File: src/hdl/mips_pkg.sv
// mips_pkg
// shared types, instruction encodings and control enums for the
// single-cycle MIPS integer core

package mips_pkg;

   // field widths
   parameter int opcode_w = 6;
   parameter int shamt_w  = 5;

   // byte address or data word
   typedef logic [31:0] word_t;
   // word address as seen on the memory ports
   typedef logic [29:0] word_addr_t;
   // register number
   typedef logic [4:0]  reg_addr_t;

   // primary opcodes, inst[31:26]
   localparam logic [opcode_w-1:0] op_special = 6'h00;
   localparam logic [opcode_w-1:0] op_j       = 6'h02;
   localparam logic [opcode_w-1:0] op_jal     = 6'h03;
   localparam logic [opcode_w-1:0] op_beq     = 6'h04;
   localparam logic [opcode_w-1:0] op_bne     = 6'h05;
   localparam logic [opcode_w-1:0] op_addiu   = 6'h09;
   localparam logic [opcode_w-1:0] op_slti    = 6'h0a;
   localparam logic [opcode_w-1:0] op_andi    = 6'h0c;
   localparam logic [opcode_w-1:0] op_ori     = 6'h0d;
   localparam logic [opcode_w-1:0] op_xori    = 6'h0e;
   localparam logic [opcode_w-1:0] op_lui     = 6'h0f;
   localparam logic [opcode_w-1:0] op_lw      = 6'h23;
   localparam logic [opcode_w-1:0] op_sw      = 6'h2b;

   // function codes for op_special, inst[5:0]
   localparam logic [opcode_w-1:0] fn_sll     = 6'h00;
   localparam logic [opcode_w-1:0] fn_srl     = 6'h02;
   localparam logic [opcode_w-1:0] fn_sra     = 6'h03;
   localparam logic [opcode_w-1:0] fn_jr      = 6'h08;
   localparam logic [opcode_w-1:0] fn_syscall = 6'h0c;
   localparam logic [opcode_w-1:0] fn_addu    = 6'h21;
   localparam logic [opcode_w-1:0] fn_subu    = 6'h23;
   localparam logic [opcode_w-1:0] fn_and     = 6'h24;
   localparam logic [opcode_w-1:0] fn_or      = 6'h25;
   localparam logic [opcode_w-1:0] fn_xor     = 6'h26;
   localparam logic [opcode_w-1:0] fn_nor     = 6'h27;
   localparam logic [opcode_w-1:0] fn_slt     = 6'h2a;

   // ALU operation select
   typedef enum logic [3:0] {
      alu_add = 4'd0,
      alu_sub = 4'd1,
      alu_and = 4'd2,
      alu_or  = 4'd3,
      alu_xor = 4'd4,
      alu_nor = 4'd5,
      alu_slt = 4'd6,
      alu_sll = 4'd7,
      alu_srl = 4'd8,
      alu_sra = 4'd9,
      alu_lui = 4'd10
   } alu_op_e;

   // source of the next-next PC
   typedef enum logic [1:0] {
      pc_seq    = 2'd0,
      pc_branch = 2'd1,
      pc_jump   = 2'd2,
      pc_reg    = 2'd3
   } pc_sel_e;

   // source of the register write data
   typedef enum logic [1:0] {
      wb_alu  = 2'd0,
      wb_load = 2'd1,
      wb_link = 2'd2
   } wb_sel_e;

   // $ra, destination of jal
   localparam reg_addr_t link_reg = 5'd31;

endpackage

File: src/hdl/mips_alu.sv
// mips_alu
// integer ALU for the core: add, subtract, logic, signed compare,
// shift by shamt and lui

`timescale 1ns/1ps

module mips_alu (
   input  mips_pkg::word_t              rs_data,
   input  mips_pkg::word_t              rt_data,
   input  mips_pkg::word_t              imm_ext,
   input  logic [mips_pkg::shamt_w-1:0] shamt,
   input  mips_pkg::alu_op_e            alu_op,
   input  logic                         alu_use_imm,
   output mips_pkg::word_t              alu_result
);

   mips_pkg::word_t op_b;

   // second operand, immediate for I-type and memory ops
   assign op_b = alu_use_imm ? imm_ext : rt_data;

   always_comb
   begin
      case (alu_op)
         // also forms the lw/sw address
         mips_pkg::alu_add:
            alu_result = rs_data + op_b;
         mips_pkg::alu_sub:
            alu_result = rs_data - op_b;
         mips_pkg::alu_and:
            alu_result = rs_data & op_b;
         mips_pkg::alu_or:
            alu_result = rs_data | op_b;
         mips_pkg::alu_xor:
            alu_result = rs_data ^ op_b;
         mips_pkg::alu_nor:
            alu_result = ~(rs_data | op_b);
         // signed compare for slt and slti
         mips_pkg::alu_slt:
            alu_result = ($signed(rs_data) < $signed(op_b)) ? 32'd1 : 32'd0;
         // shifts always act on rt
         mips_pkg::alu_sll:
            alu_result = rt_data << shamt;
         mips_pkg::alu_srl:
            alu_result = rt_data >> shamt;
         mips_pkg::alu_sra:
            alu_result = $unsigned($signed(rt_data) >>> shamt);
         // immediate into the upper half, low half cleared
         mips_pkg::alu_lui:
            alu_result = {imm_ext[15:0], 16'h0000};
         default:
            alu_result = '0;
      endcase
   end

endmodule

File: src/hdl/mips_core.sv
// mips_core
// single-cycle MIPS integer core with one branch delay slot,
// combinational instruction and data memory ports

`timescale 1ns/1ps

module mips_core #(
   parameter mips_pkg::word_t text_start = 32'h00400000
) (
   input  logic                 clk,
   input  logic                 rst_b,
   output mips_pkg::word_addr_t inst_addr,
   input  mips_pkg::word_t      inst,
   output mips_pkg::word_addr_t mem_addr,
   output mips_pkg::word_t      mem_data_in,
   output logic                 mem_we,
   input  mips_pkg::word_t      mem_data_out,
   output logic                 halted
);

   // decoded fields and controls
   mips_pkg::reg_addr_t          rs;
   mips_pkg::reg_addr_t          rt;
   mips_pkg::reg_addr_t          rd;
   mips_pkg::word_t              imm_ext;
   logic [mips_pkg::shamt_w-1:0] shamt;
   logic [25:0]                  jump_target;
   mips_pkg::alu_op_e            alu_op;
   logic                         alu_use_imm;
   mips_pkg::pc_sel_e            pc_sel;
   logic                         branch_ne;
   mips_pkg::wb_sel_e            wb_sel;
   logic                         wb_use_rt;
   logic                         wb_link;
   logic                         reg_we;
   logic                         advance;

   // datapath
   mips_pkg::word_t              rs_data;
   mips_pkg::word_t              rt_data;
   mips_pkg::word_t              alu_result;
   mips_pkg::word_t              link_addr;
   mips_pkg::reg_addr_t          wr_reg;
   mips_pkg::word_t              wr_data;

   mips_decode i_mips_decode (
      .clk         (clk),
      .rst_b       (rst_b),
      .inst        (inst),
      .rs          (rs),
      .rt          (rt),
      .rd          (rd),
      .imm_ext     (imm_ext),
      .shamt       (shamt),
      .jump_target (jump_target),
      .alu_op      (alu_op),
      .alu_use_imm (alu_use_imm),
      .pc_sel      (pc_sel),
      .branch_ne   (branch_ne),
      .wb_sel      (wb_sel),
      .wb_use_rt   (wb_use_rt),
      .wb_link     (wb_link),
      .reg_we      (reg_we),
      .mem_we      (mem_we),
      .advance     (advance),
      .halted      (halted)
   );

   mips_regfile i_mips_regfile (
      .clk     (clk),
      .rst_b   (rst_b),
      .rs      (rs),
      .rt      (rt),
      .wr_reg  (wr_reg),
      .wr_data (wr_data),
      .reg_we  (reg_we),
      .rs_data (rs_data),
      .rt_data (rt_data)
   );

   mips_alu i_mips_alu (
      .rs_data     (rs_data),
      .rt_data     (rt_data),
      .imm_ext     (imm_ext),
      .shamt       (shamt),
      .alu_op      (alu_op),
      .alu_use_imm (alu_use_imm),
      .alu_result  (alu_result)
   );

   mips_pc_unit #(
      .text_start (text_start)
   ) i_mips_pc_unit (
      .clk         (clk),
      .rst_b       (rst_b),
      .advance     (advance),
      .pc_sel      (pc_sel),
      .branch_ne   (branch_ne),
      .rs_data     (rs_data),
      .rt_data     (rt_data),
      .imm_ext     (imm_ext),
      .jump_target (jump_target),
      .inst_addr   (inst_addr),
      .link_addr   (link_addr)
   );

   mips_writeback i_mips_writeback (
      .wb_sel     (wb_sel),
      .wb_use_rt  (wb_use_rt),
      .wb_link    (wb_link),
      .rt         (rt),
      .rd         (rd),
      .alu_result (alu_result),
      .load_data  (mem_data_out),
      .link_addr  (link_addr),
      .wr_reg     (wr_reg),
      .wr_data    (wr_data)
   );

   // word-aligned data port, sw stores rt
   assign mem_addr    = alu_result[31:2];
   assign mem_data_in = rt_data;

endmodule

File: src/hdl/mips_decode.sv
// mips_decode
// splits instruction fields, extends the immediate, produces the ALU, PC and
// writeback controls and holds the halt flag raised by syscall

`timescale 1ns/1ps

module mips_decode (
   input  logic                          clk,
   input  logic                          rst_b,
   input  mips_pkg::word_t               inst,
   output mips_pkg::reg_addr_t           rs,
   output mips_pkg::reg_addr_t           rt,
   output mips_pkg::reg_addr_t           rd,
   output mips_pkg::word_t               imm_ext,
   output logic [mips_pkg::shamt_w-1:0]  shamt,
   output logic [25:0]                   jump_target,
   output mips_pkg::alu_op_e             alu_op,
   output logic                          alu_use_imm,
   output mips_pkg::pc_sel_e             pc_sel,
   output logic                          branch_ne,
   output mips_pkg::wb_sel_e             wb_sel,
   output logic                          wb_use_rt,
   output logic                          wb_link,
   output logic                          reg_we,
   output logic                          mem_we,
   output logic                          advance,
   output logic                          halted
);

   logic [mips_pkg::opcode_w-1:0] opcode;
   logic [mips_pkg::opcode_w-1:0] funct;
   logic                          zero_ext;
   logic                          reg_we_dec;
   logic                          mem_we_dec;
   logic                          is_syscall;

   // raw fields
   assign opcode      = inst[31:26];
   assign rs          = inst[25:21];
   assign rt          = inst[20:16];
   assign rd          = inst[15:11];
   assign shamt       = inst[10:6];
   assign funct       = inst[5:0];
   assign jump_target = inst[25:0];

   // logical immediates are zero extended, everything else sign extended
   assign imm_ext = zero_ext ? {16'h0000, inst[15:0]} : {{16{inst[15]}}, inst[15:0]};

   always_comb
   begin
      // defaults describe a no-op, so unknown encodings fall through safely
      alu_op      = mips_pkg::alu_add;
      alu_use_imm = 1'b0;
      zero_ext    = 1'b0;
      pc_sel      = mips_pkg::pc_seq;
      branch_ne   = 1'b0;
      wb_sel      = mips_pkg::wb_alu;
      wb_use_rt   = 1'b0;
      wb_link     = 1'b0;
      reg_we_dec  = 1'b0;
      mem_we_dec  = 1'b0;
      is_syscall  = 1'b0;
      case (opcode)
         mips_pkg::op_special:
         begin
            // R-type writes rd
            reg_we_dec = 1'b1;
            case (funct)
               mips_pkg::fn_addu: alu_op = mips_pkg::alu_add;
               mips_pkg::fn_subu: alu_op = mips_pkg::alu_sub;
               mips_pkg::fn_and:  alu_op = mips_pkg::alu_and;
               mips_pkg::fn_or:   alu_op = mips_pkg::alu_or;
               mips_pkg::fn_xor:  alu_op = mips_pkg::alu_xor;
               mips_pkg::fn_nor:  alu_op = mips_pkg::alu_nor;
               mips_pkg::fn_slt:  alu_op = mips_pkg::alu_slt;
               mips_pkg::fn_sll:  alu_op = mips_pkg::alu_sll;
               mips_pkg::fn_srl:  alu_op = mips_pkg::alu_srl;
               mips_pkg::fn_sra:  alu_op = mips_pkg::alu_sra;
               mips_pkg::fn_jr:
               begin
                  reg_we_dec = 1'b0;
                  pc_sel     = mips_pkg::pc_reg;
               end
               mips_pkg::fn_syscall:
               begin
                  reg_we_dec = 1'b0;
                  is_syscall = 1'b1;
               end
               default: reg_we_dec = 1'b0;
            endcase
         end
         mips_pkg::op_j:
            pc_sel = mips_pkg::pc_jump;
         mips_pkg::op_jal:
         begin
            // return address goes to $ra
            pc_sel     = mips_pkg::pc_jump;
            wb_sel     = mips_pkg::wb_link;
            wb_link    = 1'b1;
            reg_we_dec = 1'b1;
         end
         mips_pkg::op_beq:
            pc_sel = mips_pkg::pc_branch;
         mips_pkg::op_bne:
         begin
            pc_sel    = mips_pkg::pc_branch;
            branch_ne = 1'b1;
         end
         mips_pkg::op_addiu,
         mips_pkg::op_slti,
         mips_pkg::op_andi,
         mips_pkg::op_ori,
         mips_pkg::op_xori,
         mips_pkg::op_lui:
         begin
            alu_use_imm = 1'b1;
            wb_use_rt   = 1'b1;
            reg_we_dec  = 1'b1;
            case (opcode)
               mips_pkg::op_slti: alu_op = mips_pkg::alu_slt;
               mips_pkg::op_andi: alu_op = mips_pkg::alu_and;
               mips_pkg::op_ori:  alu_op = mips_pkg::alu_or;
               mips_pkg::op_xori: alu_op = mips_pkg::alu_xor;
               mips_pkg::op_lui:  alu_op = mips_pkg::alu_lui;
               default:           alu_op = mips_pkg::alu_add;
            endcase
            zero_ext = (opcode == mips_pkg::op_andi) || (opcode == mips_pkg::op_ori)
                       || (opcode == mips_pkg::op_xori);
         end
         mips_pkg::op_lw:
         begin
            // address is rs + offset, data into rt
            alu_use_imm = 1'b1;
            wb_sel      = mips_pkg::wb_load;
            wb_use_rt   = 1'b1;
            reg_we_dec  = 1'b1;
         end
         mips_pkg::op_sw:
         begin
            alu_use_imm = 1'b1;
            mem_we_dec  = 1'b1;
         end
         default:
         begin
         end
      endcase
   end

   // halt is sticky until reset
   always_ff @(posedge clk or negedge rst_b)
   begin
      if (!rst_b)
         halted <= 1'b0;
      else if (is_syscall)
         halted <= 1'b1;
   end

   // nothing commits once halted or while in reset
   assign advance = rst_b & ~halted;
   assign reg_we  = reg_we_dec & advance;
   assign mem_we  = mem_we_dec & advance;

endmodule

File: src/hdl/mips_pc_unit.sv
// mips_pc_unit
// current and next PC registers with one delay slot, branch compare,
// branch, jump and register targets, and the jal link address

`timescale 1ns/1ps

module mips_pc_unit #(
   parameter mips_pkg::word_t text_start = 32'h00400000
) (
   input  logic                 clk,
   input  logic                 rst_b,
   input  logic                 advance,
   input  mips_pkg::pc_sel_e    pc_sel,
   input  logic                 branch_ne,
   input  mips_pkg::word_t      rs_data,
   input  mips_pkg::word_t      rt_data,
   input  mips_pkg::word_t      imm_ext,
   input  logic [25:0]          jump_target,
   output mips_pkg::word_addr_t inst_addr,
   output mips_pkg::word_t      link_addr
);

   mips_pkg::word_t pc;
   mips_pkg::word_t next_pc;
   mips_pkg::word_t next_next_pc;
   mips_pkg::word_t branch_addr;
   mips_pkg::word_t jump_addr;
   logic            taken;

   // beq takes on equal, bne on not equal
   assign taken = (rs_data == rt_data) ^ branch_ne;

   // offset is in words, relative to the delay slot
   assign branch_addr = pc + 32'd4 + {imm_ext[29:0], 2'b00};
   // region bits come from the delay slot address
   assign jump_addr   = {next_pc[31:28], jump_target, 2'b00};

   always_comb
   begin
      case (pc_sel)
         mips_pkg::pc_branch:
            next_next_pc = taken ? branch_addr : next_pc + 32'd4;
         mips_pkg::pc_jump:
            next_next_pc = jump_addr;
         mips_pkg::pc_reg:
            next_next_pc = rs_data;
         default:
            next_next_pc = next_pc + 32'd4;
      endcase
   end

   // the redirect lands in next_pc, so the slot after a branch always runs
   always_ff @(posedge clk or negedge rst_b)
   begin
      if (!rst_b)
      begin
         pc      <= text_start;
         next_pc <= text_start + 32'd4;
      end
      else if (advance)
      begin
         pc      <= next_pc;
         next_pc <= next_next_pc;
      end
   end

   assign inst_addr = pc[31:2];
   // return skips the delay slot
   assign link_addr = pc + 32'd8;

endmodule

File: src/hdl/mips_regfile.sv
// mips_regfile
// 32 x 32-bit register file, two combinational reads and one clocked write,
// register zero hardwired to zero

`timescale 1ns/1ps

module mips_regfile (
   input  logic                clk,
   input  logic                rst_b,
   input  mips_pkg::reg_addr_t rs,
   input  mips_pkg::reg_addr_t rt,
   input  mips_pkg::reg_addr_t wr_reg,
   input  mips_pkg::word_t     wr_data,
   input  logic                reg_we,
   output mips_pkg::word_t     rs_data,
   output mips_pkg::word_t     rt_data
);

   mips_pkg::word_t regs [32];

   // whole file clears on reset, $zero never takes a write
   always_ff @(posedge clk or negedge rst_b)
   begin
      if (!rst_b)
      begin
         for (int i = 0; i < 32; i++)
            regs[i] <= '0;
      end
      else if (reg_we && (wr_reg != 5'd0))
      begin
         regs[wr_reg] <= wr_data;
      end
   end

   // reads see the old value in the writing cycle
   assign rs_data = (rs == 5'd0) ? '0 : regs[rs];
   assign rt_data = (rt == 5'd0) ? '0 : regs[rt];

endmodule

File: src/hdl/mips_writeback.sv
// mips_writeback
// picks register write data from ALU, load or link source and the
// destination from rd, rt or $ra

`timescale 1ns/1ps

module mips_writeback (
   input  mips_pkg::wb_sel_e   wb_sel,
   input  logic                wb_use_rt,
   input  logic                wb_link,
   input  mips_pkg::reg_addr_t rt,
   input  mips_pkg::reg_addr_t rd,
   input  mips_pkg::word_t     alu_result,
   input  mips_pkg::word_t     load_data,
   input  mips_pkg::word_t     link_addr,
   output mips_pkg::reg_addr_t wr_reg,
   output mips_pkg::word_t     wr_data
);

   always_comb
   begin
      case (wb_sel)
         mips_pkg::wb_load: wr_data = load_data;
         mips_pkg::wb_link: wr_data = link_addr;
         default:           wr_data = alu_result;
      endcase
   end

   // jal overrides, then I-type and loads use rt, R-type uses rd
   assign wr_reg = wb_link ? mips_pkg::link_reg : (wb_use_rt ? rt : rd);

endmodule

File: config.mk
export PLATFORM = sky130hd
export DESIGN_NAME = mips_core
export DESIGN_NICKNAME = d
export VERILOG_FILES = /design/src/hdl/mips_pkg.sv /design/src/hdl/mips_alu.sv /design/src/hdl/mips_core.sv /design/src/hdl/mips_decode.sv /design/src/hdl/mips_pc_unit.sv /design/src/hdl/mips_regfile.sv /design/src/hdl/mips_writeback.sv
export SDC_FILE = /design/constraint.sdc
export NUM_CORES = 2
export LEC_CHECK = 0
export BUFFER_PORTS_ARGS = -buffer_cell sky130_fd_sc_hd__buf_2
export CORE_MARGIN = 5
export CORE_UTILIZATION = 55
export DETAILED_ROUTE_END_ITERATION = 10
export PLACE_DENSITY = 0.78
export SLEW_MARGIN = 15
export SYNTH_ARGS = -nofsm -noshare
export SYNTH_HDL_FRONTEND = slang
export SYNTH_SLANG_ARGS = --single-unit
File: constraint.sdc
create_clock -name clk -period 7.7 [get_ports clk]
set_input_delay 1.54 -clock clk [delete_from_list [all_inputs] [get_ports clk]]
set_output_delay 1.54 -clock clk [all_outputs]
set_load 0.01 [all_outputs]
Word-level counts from Yosys, hierarchy flattened
Index checks and enable logic that the tools add are counted.
{ "word_totals": {"regBits": 1089, "latchBits": 0, "ram_bits": 0, "rom_bits": 0, "inputBits": 66, "out_inout_bits": 94, "elab_cells": 156, "memories": 0} }
{ "op_classes": {"add_sub_neg": 6, "multipliers": 0, "div_mod_pow": 0, "order_cmp": 5, "eq_ne": 39, "n_shift": 3, "mux": 36, "bitwise_logic": 13, "reduce_logical": 18} }
{ "op_table": {"columns": ["cell", "n"], "rows": [
  ["$bwmux W1024", 1],
  ["$pmux W32 S11", 1],
  ["$bmux W32 S5", 2],
  ["$mux W32", 10],
  ["$demux W32 S5", 1],
  ["$pmux W32 S3", 1],
  ["$add A32 B3 Y32 const B", 2],
  ["$add A32 B32 Y32", 2],
  ["$pmux W32 S2", 1],
  ["$eq A6 B6 Y1 const B", 9],
  ["$eq A6 B4 Y1 const B", 8],
  ["$pmux W4 S9", 1],
  ["$add A32 B4 Y32 const B", 1],
  ["$and A32 B32 Y32", 1],
  ["$eq A32 B32 Y1", 1],
  ["$lt A32 B32 Y1", 1],
  ["$not A32 Y32", 1],
  ["$or A32 B32 Y32", 1],
  ["$shl A32 B5 Y32", 1],
  ["$shr A32 B5 Y32", 1],
  ["$sshr A32 B5 Y32", 1],
  ["$sub A32 B32 Y32", 1],
  ["$xor A32 B32 Y32", 1],
  ["$eq A6 B2 Y1 const B", 4],
  ["other kinds (33)", 66]
]} }

Longest topological paths before layout
{ "logic_depth": {"ltp_word": 11, "mapped_depth": 27, "ltp_nobuf": 20} }

Hierarchy
From an unflattened synthesis, not the netlist that was laid out.
{ "unflattened": {"cells_unflattened": 5965, "hier_area_um2": 71910.2} }
{ "by_module_without_submodules": {"columns": ["mod", "n_inst", "cells_each", "area_per_inst_um2", "seq_area_each_um2"], "rows": [
  ["mips_regfile", 1, 3513, 54075.6, 25624.6],
  ["mips_alu", 1, 1382, 9340.2, 0.0],
  ["mips_pc_unit", 1, 789, 6690.2, 1605.3],
  ["mips_decode", 1, 157, 1084.8, 25.0],
  ["mips_writeback", 1, 124, 719.4, 0.0]
]} }

Worst setup path before layout
OpenSTA, ideal clock, no wires.
{ "synth_path": {"path_type": "input -> output", "startpoint": "in inst[21]", "endpoint": "out mem_addr[29]", "arrival_time_ns": 6.391, "required_time_ns": 6.160, "slack_ns": -0.231, "path_stages": 19, "n_path_buf": 4, "path_cell_list": "buf_4 -> buf_6 -> buf_6 -> buf_4 -> mux4_2 -> mux4_2 -> o21ai_0 -> inv_1 -> ha_1 -> o21bai_1 -> a21oi_1 -> o211ai_1 -> a221oi_1 -> o311ai_0 -> a21boi_0 -> o21ai_0 -> a31oi_1 -> mux2_2 -> nand3_1"} }
{ "synth_between": {"elab_chain_len": 8, "elab_cells_between_ends": 13, "cone_classes": "2 x add/sub; 5 x mux; 5 x bitwise; 1 x reduce/logical"} }
{ "synth_rtl": {"columns": ["element", "line", "source"], "rows": [
  ["start, declared", "mips_core.sv:13", "input mips_pkg::word_t inst,"],
  ["$not A5 Y6 (not written as such)", "mips_regfile.sv:36", "assign rs_data = (rs == 5'd0) ? '0 : regs[rs];"],
  ["$bmux W32 S5", "mips_regfile.sv:36", null],
  ["$mux W32 (not written as such) (2 in a row)", "mips_regfile.sv:36", null],
  ["$mux W32 *", "mips_regfile.sv:36", null],
  ["parallel branches: the longest is 2 deep, another holds $sub A32 B32 Y32", null, null],
  ["$pmux W32 S11 *", "mips_alu.sv:24", "case (alu_op)"],
  ["end, declared", "mips_core.sv:14", "output mips_pkg::word_addr_t mem_addr,"]
]} }
Every way passes the cells marked *. The select of a mux whose other input is x is not followed.

Final worst setup path
{ "layout_path": {"startpoint": "in inst[20]", "endpoint": "out mem_addr[26]"} }
{ "layout_between": {"elab_chain_len": 9, "elab_cells_between_ends": 17, "cone_classes": "2 x add/sub; 3 x shift; 6 x mux; 5 x bitwise; 1 x reduce/logical"} }
{ "layout_rtl": {"columns": ["element", "line", "source"], "rows": [
  ["$not A5 Y6 (not written as such)", "mips_regfile.sv:37", "assign rt_data = (rt == 5'd0) ? '0 : regs[rt];"],
  ["$bmux W32 S5", "mips_regfile.sv:37", null],
  ["$mux W32 (not written as such) (2 in a row)", "mips_regfile.sv:37", null],
  ["$mux W32 *", "mips_regfile.sv:37", null],
  ["parallel branches: the longest is 3 deep, another holds $sub A32 B32 Y32", null, null],
  ["$pmux W32 S11 *", "mips_alu.sv:24", null]
]} }
Marked as above.

==> results_dict.tcl <==
set metrics [dict create \
    dpl_cell_area_um2 81600 \
    reg2reg_depth 24 \
    placed_cells 9084 \
    finalCritPeriodShare 1.02 \
    final_cell_area_um2 88800 \
    cts_buffers 111 \
    final_common_cell "dfrtp_1" \
    area_growth_pct 23.0 \
    slew_viol_final 0 \
    cts_buffer_depth 3 \
    skew_ns 0.0599 \
    hold_viol_final 0 \
    min_period_ns 7.87 \
    drt_pass1_iterations 8 \
    synth_nets 7000 \
    grt_max_degree 200 \
    syn_inst 6771 \
    drtIter0Drc 10100 \
    n_fill_cell 9298 \
    drv_cap 0 \
    critPathMostFrequentCell "buf_4" \
    regToRegSetupSlack_ns 1.93 \
    antenna_found_initial 24 \
    wirelength_mm 343 \
    yosys-top-cells-area "dfrtp_1 38%, mux4_2 15%, mux2_2 8.6%, nand2_1 4.8%, mux2i_1 3.4%" \
    clock-sinks 1089 \
    p_total_mw 18.0 \
    synth_seq_cells 1089 \
    crit_fanout 11 \
    cts_root_buffer "clkbuf_16" \
    hold_depth 0 \
    layout_common_cells "1086 x dfrtp_1, 997 x buf_4, 879 x nand2_1" \
    grt_pass1_wl_mm 476 \
    synthFlopType "dfrtp_1" \
    route.vias.total 69100 \
    detail-route-antenna-nets 1 \
    crit_buf_inv 8 \
    violations "antenna rules, setup timing" \
    cts_tree "yes" \
    worst_path_max_delay_cell "nor3_1" \
    synth_top_area_share 0.376 \
    setup_slack_ns -0.167 \
    port_buffers 159 \
    tightest_slew_ns 1.23 \
    crit_path_end_kind "output port" \
    drive_above_1_share 0.383 \
    syn-cell-area_um2 72200 \
    vias_per_cell 7.34 \
    dieArea_um2 139000 \
    insertion_delay_ns 0.80 \
    p_leak_nw 40.0 \
    grt_usage 0.476 \
    grt_pass1_vias 67900 \
    fin_nets 7770 \
    gp_congestion 1.09 \
    hold_path_end "i_mips_regfile.regs[1001]" \
    critPathLaunchType "input port" \
    wire_per_inst_um 36.4 \
    hp-class "reg2reg" \
    status "finished, violations left" \
    arrival_ns 6.33 \
    coreArea_um2 131000 \
    crit_chain "buf_2 -> inv_2 -> buf_4 -> buf_4 -> buf_4 -> a2111oi_2 -> buf_4 -> nor3_1 -> a21o_1 -> ha_1 -> inv_1 -> or3_1 -> o21ai_0 -> a221o_1 -> a221o_1 -> nor3_1 -> o211ai_1 -> a21o_1 -> buf_2" \
    regArea_um2 27300 \
    die_w_um 372 \
    slowest_delay_ns 0.66 \
    rr_startpoint "i_mips_regfile.regs[577]" \
    rsz0062_at_grt "yes" \
    synth_edf_count 0 \
    multi_input_area_um2 43400 \
    hold_start "i_mips_regfile.regs[1001]" \
    r2r_end "i_mips_regfile.regs[427]" \
    slew_headroom 0.183 \
    clkTransAtPathRegs_ns 0.07 \
    ys_seq_area_frac 0.377 \
    synthArstFlopShare 1.00 \
    critPathRequiredTime_ns 6.16 \
    ios 160 \
    yosysWarnings 0 \
    cts_max_level 3 \
    floorplan.initialDensity 0.551 \
    synth.distinct_cells 109 \
    worst_path_dominant_cell_family "buffers and inverters" \
    p_per_area_nw_per_um2 203 \
    pre_cts_ws_ns -0.896 \
    crit_type "in2out" \
    max_freq_mhz 127 \
    drc_errors 0 \
    fp.dieH_um 372 \
    stdcell_count 9410 \
    vdd_ir_drop_max_v 0.000214 \
    setup-violations-final 12 \
    avgSynthCellArea_um2 10.7 \
    hpwl_mm 231 \
    largest_reg_flops 1024 \
    post-synth-top-area-cell "dfrtp_1" \
    overflow 0 \
    row_count 133 \
]
[layout make-up]
| cell class | count | share of cell area |
|---|---|---|
| Multi-Input combinational cell | 4875 | 0.488 |
| Antenna cell | 17 | 0.000479 |
| Tap cell | 1755 | 0.0247 |
| Inverter | 152 | 0.00642 |
| Timing Repair Buffer | 1312 | 0.129 |
| Clock buffer | 155 | 0.0363 |
| Clock inverter | 55 | 0.00844 |
| Sequential cell | 1089 | 0.307 |
[routing by layer]
| metal | global-route usage | vias to the layer above | wire [um] |
|---|---|---|---|
| met5 | 0.00605 | - | 214 |
| met4 | 0.375 | 18 | 36200 |
| met3 | 0.162 | 2063 | 47800 |
| met2 | 0.694 | 5868 | 144000 |
| met1 | 0.581 | 34000 | 115000 |
| li1 | - | 27100 | - |
[synthesized netlist by cell type (all sizes together) (12+ instances only)]
| cell | instances |
|---|---|
| o21bai | 12 |
| a21oi | 178 |
| clkbuf | 467 |
| buf | 188 |
| a2111oi | 46 |
| nor4 | 35 |
| mux2i | 246 |
| nor2b | 26 |
| or2 | 12 |
| o21ai | 571 |
| inv | 145 |
| a32oi | 12 |
| a22oi | 44 |
| a22o | 47 |
| dfrtp | 1086 |
| a21o | 41 |
| o22a | 13 |
| mux2 | 559 |
| o211a | 15 |
| nor2 | 236 |
| nor3 | 133 |
| xnor2 | 97 |
| o21a | 18 |
| a311oi | 14 |
| o31ai | 158 |
| nand3 | 93 |
| nand4 | 26 |
| o22ai | 89 |
| a211oi | 58 |
| nand2b | 19 |
| nor3b | 13 |
| a221o | 20 |
| o211ai | 41 |
| o221ai | 19 |
| and4 | 12 |
| and2 | 25 |
| a221oi | 68 |
| a211o | 22 |
| a31oi | 54 |
| ha | 160 |
| mux4 | 490 |
| and3 | 27 |
| xor2 | 32 |
| nand2 | 920 |
| or3 | 17 |
[stage by stage]
stage / utilization / setup TNS [ns] / hold slack [ns]
2_1_floorplan: - / 0 / 0.432
3_3_place_gp: 0.623 / -10.99 / 0.378
3_5_place_dp: 0.623 / -11.58 / 0.385
4_1_cts: 0.666 / -0.302 / 0.400
5_1_grt: 0.678 / -2.17 / 0.408
6_report: 0.678 / -0.693 / 0.397
[cells by family after synthesis]
kind of cell | count (synthesis) | share of synthesized area
AND/OR/NAND/NOR | 1637 | 0.101
buffers and inverters | 807 | 0.0495
AO/OA/AOI/OAI | 1651 | 0.154
flip-flops | 1089 | 0.377
XOR/XNOR | 129 | 0.0156
adder cells (fa/ha/maj) | 163 | 0.0286
multiplexers | 1295 | 0.274
[power by group]
part | internal (mW) | leakage [nW] | total (mW) | switching (mW)
Combinational | 2.27 | 23.1 | 5.35 | 3.07
Sequential | 6.19 | 14.9 | 6.76 | 0.565
Clock | 3.41 | 1.95 | 5.91 | 2.51
[worst max-delay path by stage]
stage	startpoint	slack, ns	to	cells after the start
global placement	inst[17]	-0.99	mem_addr[28]	25
CTS	inst[16]	-0.05	mem_addr[23]	25
global route	inst[16]	-0.19	mem_addr[27]	25
floorplan	inst[16]	0.02	mem_addr[18]	23
detailed placement	inst[17]	-0.90	mem_addr[28]	25
finish	inst[20]	-0.17	mem_addr[26]	19
[timing repair]
action                                  4_1_cts  5_1_grt
gates resized for setup                     239      204
pin swaps                                    58       96
hold endpoints to repair                      0        0
endpoints found under the setup margin       24       21
setup buffers                                34       53
hold buffers                                  0        0
cloned                                       12        5
Power figures use the tool's default switching activity.
